$ cat src/design/rsp_pkg.sv
//////////////////////////////////////////////////////////////////////
// Response path package
// Tag width, command and response code encodings, error classes
//////////////////////////////////////////////////////////////////////
`default_nettype none

package rsp_pkg;

  // Tag and error vector widths
  localparam int TAG_W = 8;
  localparam int ERR_W = 7;

  // Command type stored per tag, NONE marks a free entry
  typedef enum logic [2:0] {
    CMD_NONE    = 3'd0,
    CMD_READ    = 3'd1,
    CMD_WRITE   = 3'd2,
    CMD_WED     = 3'd3,
    CMD_RESTART = 3'd4
  } cmd_type_t;

  // Host response codes
  typedef enum logic [7:0] {
    RSP_DONE    = 8'd0,
    RSP_AERROR  = 8'd1,
    RSP_DERROR  = 8'd3,
    RSP_NLOCK   = 8'd4,
    RSP_NRES    = 8'd5,
    RSP_FLUSHED = 8'd6,
    RSP_FAULT   = 8'd7,
    RSP_FAILED  = 8'd8,
    RSP_PAGED   = 8'd10
  } rsp_code_t;

  // Error class vector of a response code, zero for DONE and unknown codes
  function automatic logic [ERR_W-2:0] cmd_response_error_type(input logic [7:0] code);
    logic [ERR_W-2:0] err;
    err = '0;
    case (code)
      RSP_AERROR:           err[5] = 1'b1;
      RSP_DERROR:           err[4] = 1'b1;
      RSP_NLOCK, RSP_NRES:  err[3] = 1'b1;
      RSP_FLUSHED:          err[2] = 1'b1;
      RSP_FAULT, RSP_PAGED: err[1] = 1'b1;
      RSP_FAILED:           err[0] = 1'b1;
      default:              err    = '0;
    endcase
    return err;
  endfunction

endpackage

`default_nettype wire

$ cat src/design/response_control.sv
//////////////////////////////////////////////////////////////////////
// Response control
// Routes latched responses by command type, then delays them so that
// the data delivered with them is handled first
//////////////////////////////////////////////////////////////////////
`timescale 1ns/1ps
`default_nettype none

module response_control #(
  parameter int RSP_DELAY = 2
) (
  input  logic                      clock,
  input  logic                      rstn,
  input  logic                      enabled,
  // Latched response and its looked-up type
  input  logic                      lat_valid,
  input  logic [rsp_pkg::TAG_W-1:0] lat_tag,
  input  logic [7:0]                lat_code,
  input  rsp_pkg::cmd_type_t        lk_type,
  // Delayed response
  output logic                      out_valid,
  output logic [rsp_pkg::TAG_W-1:0] out_tag,
  output logic [7:0]                out_code,
  output rsp_pkg::cmd_type_t        out_cmd_type,
  // Routing strobes
  output logic                      read_response,
  output logic                      write_response,
  output logic                      wed_response,
  output logic                      restart_response
);

  // Bundle layout {valid, tag, code, type, read, write, wed, restart}
  localparam int TYPE_W = $bits(rsp_pkg::cmd_type_t);
  localparam int BUN_W  = 1 + rsp_pkg::TAG_W + 8 + TYPE_W + 4;

  logic [3:0]        route_sel;
  logic [BUN_W-1:0]  route_q;
  logic [BUN_W-1:0]  delay_q [RSP_DELAY];
  logic [BUN_W-1:0]  out_q;
  logic [TYPE_W-1:0] out_type_bits;

  //////////////////////////////////////////////////////////////////////
  // Routing decode
  //////////////////////////////////////////////////////////////////////

  // One-hot select, free entries route nowhere
  always_comb begin
    route_sel = 4'b0000;
    case (lk_type)
      rsp_pkg::CMD_READ:    route_sel = 4'b1000;
      rsp_pkg::CMD_WRITE:   route_sel = 4'b0100;
      rsp_pkg::CMD_WED:     route_sel = 4'b0010;
      rsp_pkg::CMD_RESTART: route_sel = 4'b0001;
      default:              route_sel = 4'b0000;
    endcase
  end

  // Routed stage
  always_ff @(posedge clock or negedge rstn) begin
    if (!rstn) begin
      route_q <= '0;
    end else if (enabled && lat_valid) begin
      route_q <= {1'b1, lat_tag, lat_code, lk_type, route_sel};
    end else begin
      route_q <= '0;
    end
  end

  //////////////////////////////////////////////////////////////////////
  // Delay line
  //////////////////////////////////////////////////////////////////////

  // All stages flush while disabled
  always_ff @(posedge clock or negedge rstn) begin
    if (!rstn) begin
      for (int i = 0; i < RSP_DELAY; i++) begin
        delay_q[i] <= '0;
      end
    end else if (!enabled) begin
      for (int i = 0; i < RSP_DELAY; i++) begin
        delay_q[i] <= '0;
      end
    end else begin
      delay_q[0] <= route_q;
      for (int i = 1; i < RSP_DELAY; i++) begin
        delay_q[i] <= delay_q[i-1];
      end
    end
  end

  // Output register
  always_ff @(posedge clock or negedge rstn) begin
    if (!rstn) begin
      out_q <= '0;
    end else if (enabled) begin
      out_q <= delay_q[RSP_DELAY-1];
    end else begin
      out_q <= '0;
    end
  end

  // Unpack onto the ports
  assign {out_valid, out_tag, out_code, out_type_bits,
          read_response, write_response, wed_response, restart_response} = out_q;
  assign out_cmd_type = rsp_pkg::cmd_type_t'(out_type_bits);

endmodule

`default_nettype wire

$ cat src/design/response_path_top.sv
//////////////////////////////////////////////////////////////////////
// Response path top level
// Tag table, intake, routing and error stages of the response path
//////////////////////////////////////////////////////////////////////
`timescale 1ns/1ps
`default_nettype none

module response_path_top #(
  parameter int RSP_DELAY = 2
) (
  input  logic                      clock,
  input  logic                      rstn,
  input  logic                      enable_in,
  // Command issue
  input  logic                      cmd_valid,
  input  logic [rsp_pkg::TAG_W-1:0] cmd_tag,
  input  rsp_pkg::cmd_type_t        cmd_type,
  // Host response
  input  logic                      rsp_valid,
  input  logic [rsp_pkg::TAG_W-1:0] rsp_tag,
  input  logic                      rsp_tag_parity,
  input  logic [7:0]                rsp_code,
  // Routed response
  output logic                      out_valid,
  output logic [rsp_pkg::TAG_W-1:0] out_tag,
  output logic [7:0]                out_code,
  output rsp_pkg::cmd_type_t        out_cmd_type,
  output logic                      read_response,
  output logic                      write_response,
  output logic                      wed_response,
  output logic                      restart_response,
  output logic [rsp_pkg::ERR_W-1:0] response_error
);

  logic                      enabled;
  logic                      lat_valid;
  logic [rsp_pkg::TAG_W-1:0] lat_tag;
  logic [7:0]                lat_code;
  logic                      parity_error;
  rsp_pkg::cmd_type_t        lk_type;

  // Command type per outstanding tag
  tag_table i_tag_table (
    .clock     (clock),
    .rstn      (rstn),
    .cmd_valid (cmd_valid),
    .cmd_tag   (cmd_tag),
    .cmd_type  (cmd_type),
    .rsp_valid (rsp_valid),
    .rsp_tag   (rsp_tag),
    .lk_type   (lk_type)
  );

  // Enable and response latch
  rsp_intake i_rsp_intake (
    .clock          (clock),
    .rstn           (rstn),
    .enable_in      (enable_in),
    .rsp_valid      (rsp_valid),
    .rsp_tag        (rsp_tag),
    .rsp_tag_parity (rsp_tag_parity),
    .rsp_code       (rsp_code),
    .enabled        (enabled),
    .lat_valid      (lat_valid),
    .lat_tag        (lat_tag),
    .lat_code       (lat_code),
    .parity_error   (parity_error)
  );

  // Routing and delay line
  response_control #(
    .RSP_DELAY (RSP_DELAY)
  ) i_response_control (
    .clock            (clock),
    .rstn             (rstn),
    .enabled          (enabled),
    .lat_valid        (lat_valid),
    .lat_tag          (lat_tag),
    .lat_code         (lat_code),
    .lk_type          (lk_type),
    .out_valid        (out_valid),
    .out_tag          (out_tag),
    .out_code         (out_code),
    .out_cmd_type     (out_cmd_type),
    .read_response    (read_response),
    .write_response   (write_response),
    .wed_response     (wed_response),
    .restart_response (restart_response)
  );

  // Error vector
  rsp_error_collect i_rsp_error_collect (
    .clock          (clock),
    .rstn           (rstn),
    .lat_valid      (lat_valid),
    .lat_code       (lat_code),
    .parity_error   (parity_error),
    .response_error (response_error)
  );

endmodule

`default_nettype wire

$ cat src/design/rsp_error_collect.sv
//////////////////////////////////////////////////////////////////////
// Response error collect
// Code error classes and tag parity into a registered error vector
//////////////////////////////////////////////////////////////////////
`timescale 1ns/1ps
`default_nettype none

module rsp_error_collect (
  input  logic                      clock,
  input  logic                      rstn,
  input  logic                      lat_valid,
  input  logic [7:0]                lat_code,
  input  logic                      parity_error,
  output logic [rsp_pkg::ERR_W-1:0] response_error
);

  logic [rsp_pkg::ERR_W-2:0] class_error;
  logic [rsp_pkg::ERR_W-1:0] detected;

  //////////////////////////////////////////////////////////////////////
  // Error pipeline
  //////////////////////////////////////////////////////////////////////

  always_ff @(posedge clock or negedge rstn) begin
    if (!rstn) begin
      class_error    <= '0;
      detected       <= '0;
      response_error <= '0;
    end else begin
      // Classes only for a real response, in step with the parity register
      if (lat_valid) begin
        class_error <= rsp_pkg::cmd_response_error_type(lat_code);
      end else begin
        class_error <= '0;
      end
      // Parity on top, classes below
      detected       <= {parity_error, class_error};
      response_error <= detected;
    end
  end

endmodule

`default_nettype wire

$ cat src/design/rsp_intake.sv
//////////////////////////////////////////////////////////////////////
// Response intake
// Enable register, response latch and odd parity check on the tag
//////////////////////////////////////////////////////////////////////
`timescale 1ns/1ps
`default_nettype none

module rsp_intake (
  input  logic                      clock,
  input  logic                      rstn,
  input  logic                      enable_in,
  // Host response
  input  logic                      rsp_valid,
  input  logic [rsp_pkg::TAG_W-1:0] rsp_tag,
  input  logic                      rsp_tag_parity,
  input  logic [7:0]                rsp_code,
  // Latched response
  output logic                      enabled,
  output logic                      lat_valid,
  output logic [rsp_pkg::TAG_W-1:0] lat_tag,
  output logic [7:0]                lat_code,
  output logic                      parity_error
);

  // Parity value of an all-zero tag under odd parity
  localparam logic ODD_PARITY = 1'b1;

  logic lat_parity;
  logic calc_parity;

  // Enable, one cycle behind the input
  always_ff @(posedge clock or negedge rstn) begin
    if (!rstn) begin
      enabled <= 1'b0;
    end else begin
      enabled <= enable_in;
    end
  end

  //////////////////////////////////////////////////////////////////////
  // Input latch
  //////////////////////////////////////////////////////////////////////

  // Idle cycles load zeros, parity bit parks at the odd value
  always_ff @(posedge clock or negedge rstn) begin
    if (!rstn) begin
      lat_valid  <= 1'b0;
      lat_tag    <= '0;
      lat_code   <= '0;
      lat_parity <= ODD_PARITY;
    end else if (enabled && rsp_valid) begin
      lat_valid  <= 1'b1;
      lat_tag    <= rsp_tag;
      lat_code   <= rsp_code;
      lat_parity <= rsp_tag_parity;
    end else begin
      lat_valid  <= 1'b0;
      lat_tag    <= '0;
      lat_code   <= '0;
      lat_parity <= ODD_PARITY;
    end
  end

  //////////////////////////////////////////////////////////////////////
  // Parity check
  //////////////////////////////////////////////////////////////////////

  // Bit that makes the total count of ones odd
  assign calc_parity = ~^lat_tag;

  // Mismatch between received and computed bit
  always_ff @(posedge clock or negedge rstn) begin
    if (!rstn) begin
      parity_error <= 1'b0;
    end else begin
      parity_error <= lat_parity ^ calc_parity;
    end
  end

endmodule

`default_nettype wire

$ cat src/design/tag_table.sv
//////////////////////////////////////////////////////////////////////
// Tag table
// One command type per tag, set on issue, read and freed on response
//////////////////////////////////////////////////////////////////////
`timescale 1ns/1ps
`default_nettype none

module tag_table (
  input  logic                      clock,
  input  logic                      rstn,
  // Command issue side
  input  logic                      cmd_valid,
  input  logic [rsp_pkg::TAG_W-1:0] cmd_tag,
  input  rsp_pkg::cmd_type_t        cmd_type,
  // Response lookup side
  input  logic                      rsp_valid,
  input  logic [rsp_pkg::TAG_W-1:0] rsp_tag,
  output rsp_pkg::cmd_type_t        lk_type
);

  // One entry for every possible tag
  localparam int DEPTH = 1 << rsp_pkg::TAG_W;

  rsp_pkg::cmd_type_t type_mem [DEPTH];

  //////////////////////////////////////////////////////////////////////
  // Entry update
  //////////////////////////////////////////////////////////////////////

  // Free on response first, issue overrides when both hit one tag
  always_ff @(posedge clock or negedge rstn) begin
    if (!rstn) begin
      for (int i = 0; i < DEPTH; i++) begin
        type_mem[i] <= rsp_pkg::CMD_NONE;
      end
    end else begin
      if (rsp_valid) begin
        type_mem[rsp_tag] <= rsp_pkg::CMD_NONE;
      end
      // Later assignment wins, so the new command is kept
      if (cmd_valid) begin
        type_mem[cmd_tag] <= cmd_type;
      end
    end
  end

  //////////////////////////////////////////////////////////////////////
  // Lookup
  //////////////////////////////////////////////////////////////////////

  // Registered on the same edge as the intake latch
  // Stale or duplicate responses see the freed entry
  always_ff @(posedge clock or negedge rstn) begin
    if (!rstn) begin
      lk_type <= rsp_pkg::CMD_NONE;
    end else begin
      if (rsp_valid) begin
        lk_type <= type_mem[rsp_tag];
      end else begin
        lk_type <= rsp_pkg::CMD_NONE;
      end
    end
  end

endmodule

`default_nettype wire

$ cat config.mk
export PLATFORM = sky130hd
export DESIGN_NAME = response_path_top
export DESIGN_NICKNAME = d
export VERILOG_FILES = /design/src/design/rsp_pkg.sv /design/src/design/response_control.sv /design/src/design/response_path_top.sv /design/src/design/rsp_error_collect.sv /design/src/design/rsp_intake.sv /design/src/design/tag_table.sv
export SDC_FILE = /design/constraint.sdc
export NUM_CORES = 2
export LEC_CHECK = 0
export BUFFER_PORTS_ARGS = -buffer_cell sky130_fd_sc_hd__buf_2
export CAP_MARGIN = 10
export CORE_MARGIN = 10
export CORE_UTILIZATION = 48
export CTS_BUF_LIST = sky130_fd_sc_hd__clkbuf_16
export CTS_CLUSTER_DIAMETER = 150
export DETAILED_ROUTE_END_ITERATION = 10
export PLACE_DENSITY_LB_ADDON = 0.2
export SYNTH_ARGS = -nofsm -noshare
export SYNTH_HDL_FRONTEND = slang
export SYNTH_HIERARCHICAL = 1
export SYNTH_SLANG_ARGS = --single-unit
export TNS_END_PERCENT = 30
$ cat constraint.sdc
create_clock -name clock -period 2.23 [get_ports clock]
set_input_delay 0 -clock clock [delete_from_list [all_inputs] [get_ports clock]]
set_output_delay 0 -clock clock [all_outputs]
set_load 0.005 [all_outputs]
# Word-level counts from Yosys, hierarchy flattened
# Index checks and enable logic that the tools add are counted.
# op_classes
magnitude_cmp	4
eq_ne	12
muxes	26
n_bitwise	5
reduce_logical	7
# ops
cell	n
2-to-1 mux 768 bit	2
AND 768 bit	1
bitwise mux 768 bit	1
inverter 768 bit	1
demux 3 bit (select 8 bit)	2
2-to-1 mux 24 bit	2
2-to-1 mux 48 bit	1
== test 8 x 3 -> 1 bit (second input constant)	4
binary-select mux 3 bit (select 8 bit)	1
greater-or-equal comparator 9 bit (second input constant)	2
less-than comparator 9 x 1 -> 1 bit (second input constant)	2
inverter 8 -> 9 bit	2
== test 8 x 4 -> 1 bit (second input constant)	2
2-to-1 mux 8 bit	2
one-hot mux 4 bit (4 select lines)	1
2-to-1 mux 3 bit	5
== test 8 x 1 -> 1 bit (second input constant)	1
== test 8 x 2 -> 1 bit (second input constant)	1
2-to-1 mux 1 bit	8
XNOR reduction 8 bit	1
== test 3 x 2 -> 1 bit (second input constant)	2
2-to-1 mux 6 bit	1
logical AND 1 bit	4
OR reduction 2 bit	2
other kinds (3)	3
# totals
reg_bits	907
in_bits	33
output_inout_bits	31
wordCells	324

# Longest topological paths before layout
# logic_depth
ltp_word	10
depth_mapped	11
ltp_nobuf	7

# By module
# The synthesis kept the hierarchy.
# modules_own_cells
module	instances	cells_per_inst	area_each_um2	seq_area_each_um2
tag_table	1	3169	37081.8	19293.5
response_control	1	206	3113.0	2402.3
rsp_intake	1	47	696.9	501.7
rsp_error_collect	1	34	594.3	500.5

# Worst setup path after synthesis
# No wires, ideal clock.
# synth_path
kind	input -> register
from	input port rsp_tag[0] in the netlist's numbering
to	register i_tag_table.lk_type[0]
setup_time_ps	130
arrival_ps	1667
required_time_ps	2100
path_slack_ps	433
stages	9
n_path_buf	4
cell_sequence	buf_6 > buf_12 > buf_12 > buf_4 > mux4_2 > a211oi_1 > nor4_1 > nor3_1 > a22oi_1
# synth_via
elab_chain_cells	5
# synth_rtl
element	line_no	text
from (decl)	response_path_top.sv:20	input logic [rsp_pkg::TAG_W-1:0] rsp_tag,
inverter 8 -> 9 bit (not written as such)	tag_table.sv:58	lk_type <= type_mem[rsp_tag];
binary-select mux 3 bit (select 8 bit)	tag_table.sv:58	
2-to-1 mux 3 bit (not written as such) (2 in a row)	tag_table.sv:58	
2-to-1 mux 3 bit	tag_table.sv:57	if (rsp_valid) begin
to (signal assigned)	tag_table.sv:55	lk_type <= rsp_pkg::CMD_NONE;
to (signal assigned)	tag_table.sv:58	
to (signal assigned)	tag_table.sv:60	lk_type <= rsp_pkg::CMD_NONE;
to (decl)	tag_table.sv:18	output rsp_pkg::cmd_type_t lk_type
# No other way between the ends. The select of a mux whose other input is x is not followed.

# Worst setup path in the final report
# layout_path
from	input port rsp_tag[5] in the netlist's numbering
to	register i_tag_table/type_mem[709] in the netlist's numbering
# layout_via
elab_chain_cells	10
word_cells_on_any_way	11
classes_between	order compare (2); mux (5); bitwise (3); reduce/logical (1)
# layout_rtl
element	line_no	text
inverter 8 -> 9 bit (not written as such) *	tag_table.sv:38	type_mem[rsp_tag] <= rsp_pkg::CMD_NONE;
greater-or-equal comparator 9 bit (not written as such) or less-than comparator 9 x 1 -> 1 bit (tied branches)	tag_table.sv:38	
logical AND 1 bit (not written as such)	tag_table.sv:38	
2-to-1 mux 3 bit (not written as such)	tag_table.sv:38	
demux 3 bit (select 8 bit) *	tag_table.sv:38	
inverter 768 bit (no source line) *	-	
AND 768 bit (no source line) *	-	
2-to-1 mux 768 bit *	tag_table.sv:37	if (rsp_valid) begin
bitwise mux 768 bit	tag_table.sv:42	type_mem[cmd_tag] <= cmd_type;
2-to-1 mux 768 bit *	tag_table.sv:41	if (cmd_valid) begin
to (signal, indexed assignment)	tag_table.sv:34	type_mem[i] <= rsp_pkg::CMD_NONE;
to (signal, indexed assignment)	tag_table.sv:38	
to (signal, indexed assignment)	tag_table.sv:42	
to (decl)	tag_table.sv:24	rsp_pkg::cmd_type_t type_mem [DEPTH];
# Mark *: on every way between the ends. The rest lies on a longest branch, timed or not.

==> impl_metrics.prom <==
# TYPE chip_impl_metric gauge
chip_impl_info{name="outcome",value="completed"} 1
chip_impl_metric{name="synth_cells",unit=""} 3456
chip_impl_metric{name="effective_utilization_at_floorplan",unit="%"} 48.6
chip_impl_metric{name="die_w",unit="µm"} 314
chip_impl_metric{name="cts.reportedPaths.clkPinSlew",unit="ps"} 60
chip_impl_metric{name="final_nets",unit=""} 3710
chip_impl_metric{name="synthesis.yosys.warnings",unit=""} 6
chip_impl_metric{name="required",unit="ps"} 2790
chip_impl_metric{name="drc_errors",unit=""} 0
chip_impl_info{name="cell_with_the_largest_stage_delay_on_the_worst_path",value="sky130_fd_sc_hd__dlygate4sd3_1"} 1
chip_impl_metric{name="clock_sink_count",unit=""} 907
chip_impl_metric{name="first_iter_violations",unit=""} 3697
chip_impl_metric{name="worst_ep_arrival",unit="ps"} 2700
chip_impl_metric{name="critical-path-max-stage-delay",unit="ps"} 570
chip_impl_metric{name="maxClockFrequency",unit="MHz"} 467
chip_impl_metric{name="yosys.cell_types.count",unit=""} 58
chip_impl_info{name="most-common-layout-cells",value="905 x sky130_fd_sc_hd__dfrtp_1, 746 x sky130_fd_sc_hd__nor2_1, 706 x sky130_fd_sc_hd__a22o_1"} 1
chip_impl_metric{name="post_drt_via_cell_ratio",unit=""} 6.53
chip_impl_metric{name="grt_start_max_net_pins",unit=""} 115
chip_impl_metric{name="firstDrtPassIters",unit=""} 9
chip_impl_info{name="cp-end-kind",value="flop"} 1
chip_impl_metric{name="io_pins",unit=""} 64
chip_impl_metric{name="post-route-min-period",unit="ps"} 2140
chip_impl_metric{name="layout.filler_cells",unit=""} 6970
chip_impl_metric{name="post_synth_instance_area",unit="µm²"} 41500
chip_impl_metric{name="io_buffers",unit=""} 63
chip_impl_metric{name="cellPowerDensity",unit="nW/µm²"} 768
chip_impl_metric{name="grt_pass1_wl",unit="µm"} 204000
chip_impl_metric{name="clock_insertion_delay_worst_skew",unit="ps"} 690
chip_impl_metric{name="postRouteWirelength",unit="µm"} 135000
chip_impl_metric{name="hold_viol_final",unit=""} 0
chip_impl_metric{name="power.total",unit="mW"} 36.9
chip_impl_metric{name="postSynth.asyncResetShare",unit="%"} 100
chip_impl_metric{name="timing.critical_path.fanout_max",unit=""} 32
chip_impl_info{name="critPathKind",value="input pin to flop"} 1
chip_impl_metric{name="syn_area_per_cell",unit="µm²"} 12.0
chip_impl_metric{name="worst_ir_drop_vdd",unit="mV"} 0.638
chip_impl_metric{name="path_buf_inv",unit=""} 4
chip_impl_info{name="crit_chain",value="dlygate4sd3_1 > buf_2 > buf_12 > nor2b_1 > nand2_1 > nor2_1 > a21oi_1 > a22o_1 > dlygate4sd3_1"} 1
chip_impl_metric{name="synth.net_count",unit=""} 3489
chip_impl_metric{name="fraction_of_the_yosys_area_taken_by_sequential_cells",unit="%"} 54.7
chip_impl_info{name="layout_commonest_cell",value="sky130_fd_sc_hd__dfrtp_1"} 1
chip_impl_metric{name="final.setup_skew",unit="ps"} 43.1
chip_impl_info{name="cpLargestDelayFamily",value="buffers and inverters"} 1
chip_impl_info{name="tritoncts_clock_tree",value="built"} 1
chip_impl_metric{name="worst_slew_margin_rel",unit="%"} 53.6
chip_impl_metric{name="floorplan.die.height",unit="µm"} 314
chip_impl_metric{name="synth_top_area_share",unit="%"} 54.6
chip_impl_info{name="synth_top_area_cell",value="sky130_fd_sc_hd__dfrtp_1"} 1
chip_impl_metric{name="dr_total_vias",unit=""} 32000
chip_impl_info{name="start_kind",value="input pin"} 1
chip_impl_metric{name="timing.max_cap.violations",unit=""} 0
chip_impl_metric{name="fin_util",unit="%"} 56.3
chip_impl_metric{name="synth_edf_count",unit=""} 0
chip_impl_metric{name="grt_pass1_vias",unit=""} 33000
chip_impl_metric{name="synthToLayoutAreaGrowth",unit="%"} 15.9
chip_impl_info{name="crit_path_frequent_cell",value="sky130_fd_sc_hd__dlygate4sd3_1"} 1
chip_impl_metric{name="post-dp-hpwl",unit="µm"} 88400
chip_impl_info{name="hp-class",value="input pin to asynchronous set/reset pin"} 1
chip_impl_info{name="netlist_top_cells_area",value="sky130_fd_sc_hd__dfrtp_1 55%, sky130_fd_sc_hd__a22o_1 15%, sky130_fd_sc_hd__mux4_2 7.1%, sky130_fd_sc_hd__nor2_1 6.7%, sky130_fd_sc_hd__mux4_1 2.7%"} 1
chip_impl_info{name="clock-root-buffer",value="sky130_fd_sc_hd__clkbuf_16"} 1
chip_impl_metric{name="global_route.usage.total",unit="%"} 26.8
chip_impl_metric{name="report.final.setup_viol",unit=""} 0
chip_impl_metric{name="avgRoutedWirePerCell",unit="µm"} 27.5
chip_impl_metric{name="power.leakage",unit="nW"} 22.0
chip_impl_metric{name="core",unit="µm²"} 85400
chip_impl_metric{name="die_area",unit="µm²"} 98600
chip_impl_metric{name="antenna_found_initial",unit=""} 2
chip_impl_metric{name="slew_at_the_pin_closest_to_its_max_slew_limit",unit="ps"} 693
chip_impl_info{name="rsz0062_at_grt",value="no"} 1
chip_impl_metric{name="cts.path.max_buffers",unit=""} 3
chip_impl_metric{name="layout_worst_path_cycle_share",unit="%"} 95.9
chip_impl_metric{name="finalMaxSlewViolations",unit=""} 0
chip_impl_metric{name="gpl.final_weighted_congestion",unit=""} 0.896
chip_impl_metric{name="drt.antenna.violating_nets",unit=""} 0
chip_impl_metric{name="placement_rows",unit=""} 107
chip_impl_metric{name="ys_seq_elements",unit=""} 907
chip_impl_info{name="synth_top_flop_cell",value="sky130_fd_sc_hd__dfrtp_1"} 1
chip_impl_metric{name="drive_above_1_share",unit="%"} 16.6
chip_impl_metric{name="clock_tree.htree_level_count",unit=""} 3
chip_impl_metric{name="cts-buffers-inserted",unit=""} 99
chip_impl_metric{name="overflow",unit=""} 0
cell families after synthesis:
family | after synthesis | share of synthesized area (%)
AND/OR/NAND/NOR | 1103 | 11.4
AO/OA/AOI/OAI | 947 | 18.8
flip-flops | 907 | 54.7
buffers and inverters | 255 | 3.51
multiplexers | 237 | 11.4
XOR/XNOR | 7 | 0.181
through the flow:
stage,worst slack [ps],instances,area (µm²),setup TNS [ps],hold WS [ps]
6_report,91.0,4899,48100,0,27.3
5_1_grt,4.45,4898,48100,0,37.5
4_1_cts,33.4,4896,48000,0,5.49
3_5_place_dp,-268,4672,44400,-779,-20.3
3_3_place_gp,-232,4672,44400,-614,-21.9
2_1_floorplan,433,3456,41500,0,-296
cell usage after synthesis, types with 13 or more instances:
| cell | instances |
|---|---|
| sky130_fd_sc_hd__nor2b_1 | 28 |
| sky130_fd_sc_hd__and3_1 | 35 |
| sky130_fd_sc_hd__a22o_1 | 706 |
| sky130_fd_sc_hd__nand2_1 | 124 |
| sky130_fd_sc_hd__a22oi_1 | 21 |
| sky130_fd_sc_hd__a21oi_1 | 19 |
| sky130_fd_sc_hd__nand3_1 | 28 |
| sky130_fd_sc_hd__mux2i_1 | 63 |
| sky130_fd_sc_hd__mux4_1 | 42 |
| sky130_fd_sc_hd__buf_2 | 36 |
| sky130_fd_sc_hd__o22ai_1 | 21 |
| sky130_fd_sc_hd__o21ai_0 | 103 |
| sky130_fd_sc_hd__and2_1 | 81 |
| sky130_fd_sc_hd__nor3_1 | 13 |
| sky130_fd_sc_hd__a221oi_1 | 14 |
| sky130_fd_sc_hd__mux4_2 | 131 |
| sky130_fd_sc_hd__a211oi_1 | 13 |
| sky130_fd_sc_hd__dfrtp_1 | 906 |
| sky130_fd_sc_hd__a32o_1 | 20 |
| sky130_fd_sc_hd__nor2_1 | 746 |
| sky130_fd_sc_hd__clkbuf_1 | 159 |
sequential cells by signal, summed over array words and instances, names as in the netlist, 6 cells and up:
signal / count
i_response_control/route_q: 24
i_rsp_error_collect/response_error: 7
i_tag_table/type_mem: 768
i_rsp_error_collect/class_error: 6
i_rsp_intake/lat_tag: 8
i_response_control/delay_q: 48
i_rsp_intake/lat_code: 8
i_response_control/out_q: 24
i_rsp_error_collect/detected: 7
timing repair:
item                                   CTS  global route
setup buffers                            0             0
gates resized for setup                  2             1
setup endpoints to repair                2             1
hold buffers                            47             0
endpoints found under the hold margin  782             0
power by group:
part           leakage, nW  switching [mW]  internal (mW)
Clock                 1.57            6.98           9.04
Combinational         7.88            1.85           1.39
Sequential            12.5           0.504           17.2
layer usage:
metal | vias up | track usage [%] | routed length (µm)
met5 | - | 0 | 7
met4 | 2 | 12.0 | 6580
met3 | 387 | 5.85 | 12000
met2 | 1723 | 43.0 | 63000
met1 | 16500 | 34.7 | 53000
li1 | 13400 | - | -
final timing paths:
check,depth (start not counted),slack [ps],endpoint,from
max in group asynchronous,4,1570,i_tag_table/type_mem[235],rstn
min in group clock,5,60,i_tag_table/type_mem[763],cmd_tag[6]
hold reg to reg,0,340,i_rsp_error_collect/detected[4],i_rsp_error_collect/class_error[4]
setup reg to reg,7,110,i_tag_table/lk_type[0],i_tag_table/type_mem[198]
setup / recovery,9,90,i_tag_table/type_mem[709],rsp_tag[5]
hold / removal,3,30,i_tag_table/type_mem[87],rstn
final cells by class:
type | instances | area (µm²) | share of cell area (%)
Clock inverter | 78 | 682 | 1.42
Tap cell | 1144 | 1430 | 2.98
Sequential cell | 907 | 22700 | 47.2
Clock buffer | 99 | 2480 | 5.15
Multi-Input combinational cell | 2294 | 17300 | 36.1
Timing Repair Buffer | 372 | 3420 | 7.12
Antenna cell | 2 | 5.00 | 0.0104
Inverter | 3 | 11.3 | 0.0234
worst min-delay path: stages:
cell                            delay, ps
sky130_fd_sc_hd__dlygate4sd3_1        570
sky130_fd_sc_hd__buf_8                260
sky130_fd_sc_hd__buf_12               230
(Power assumes the default switching activity.)
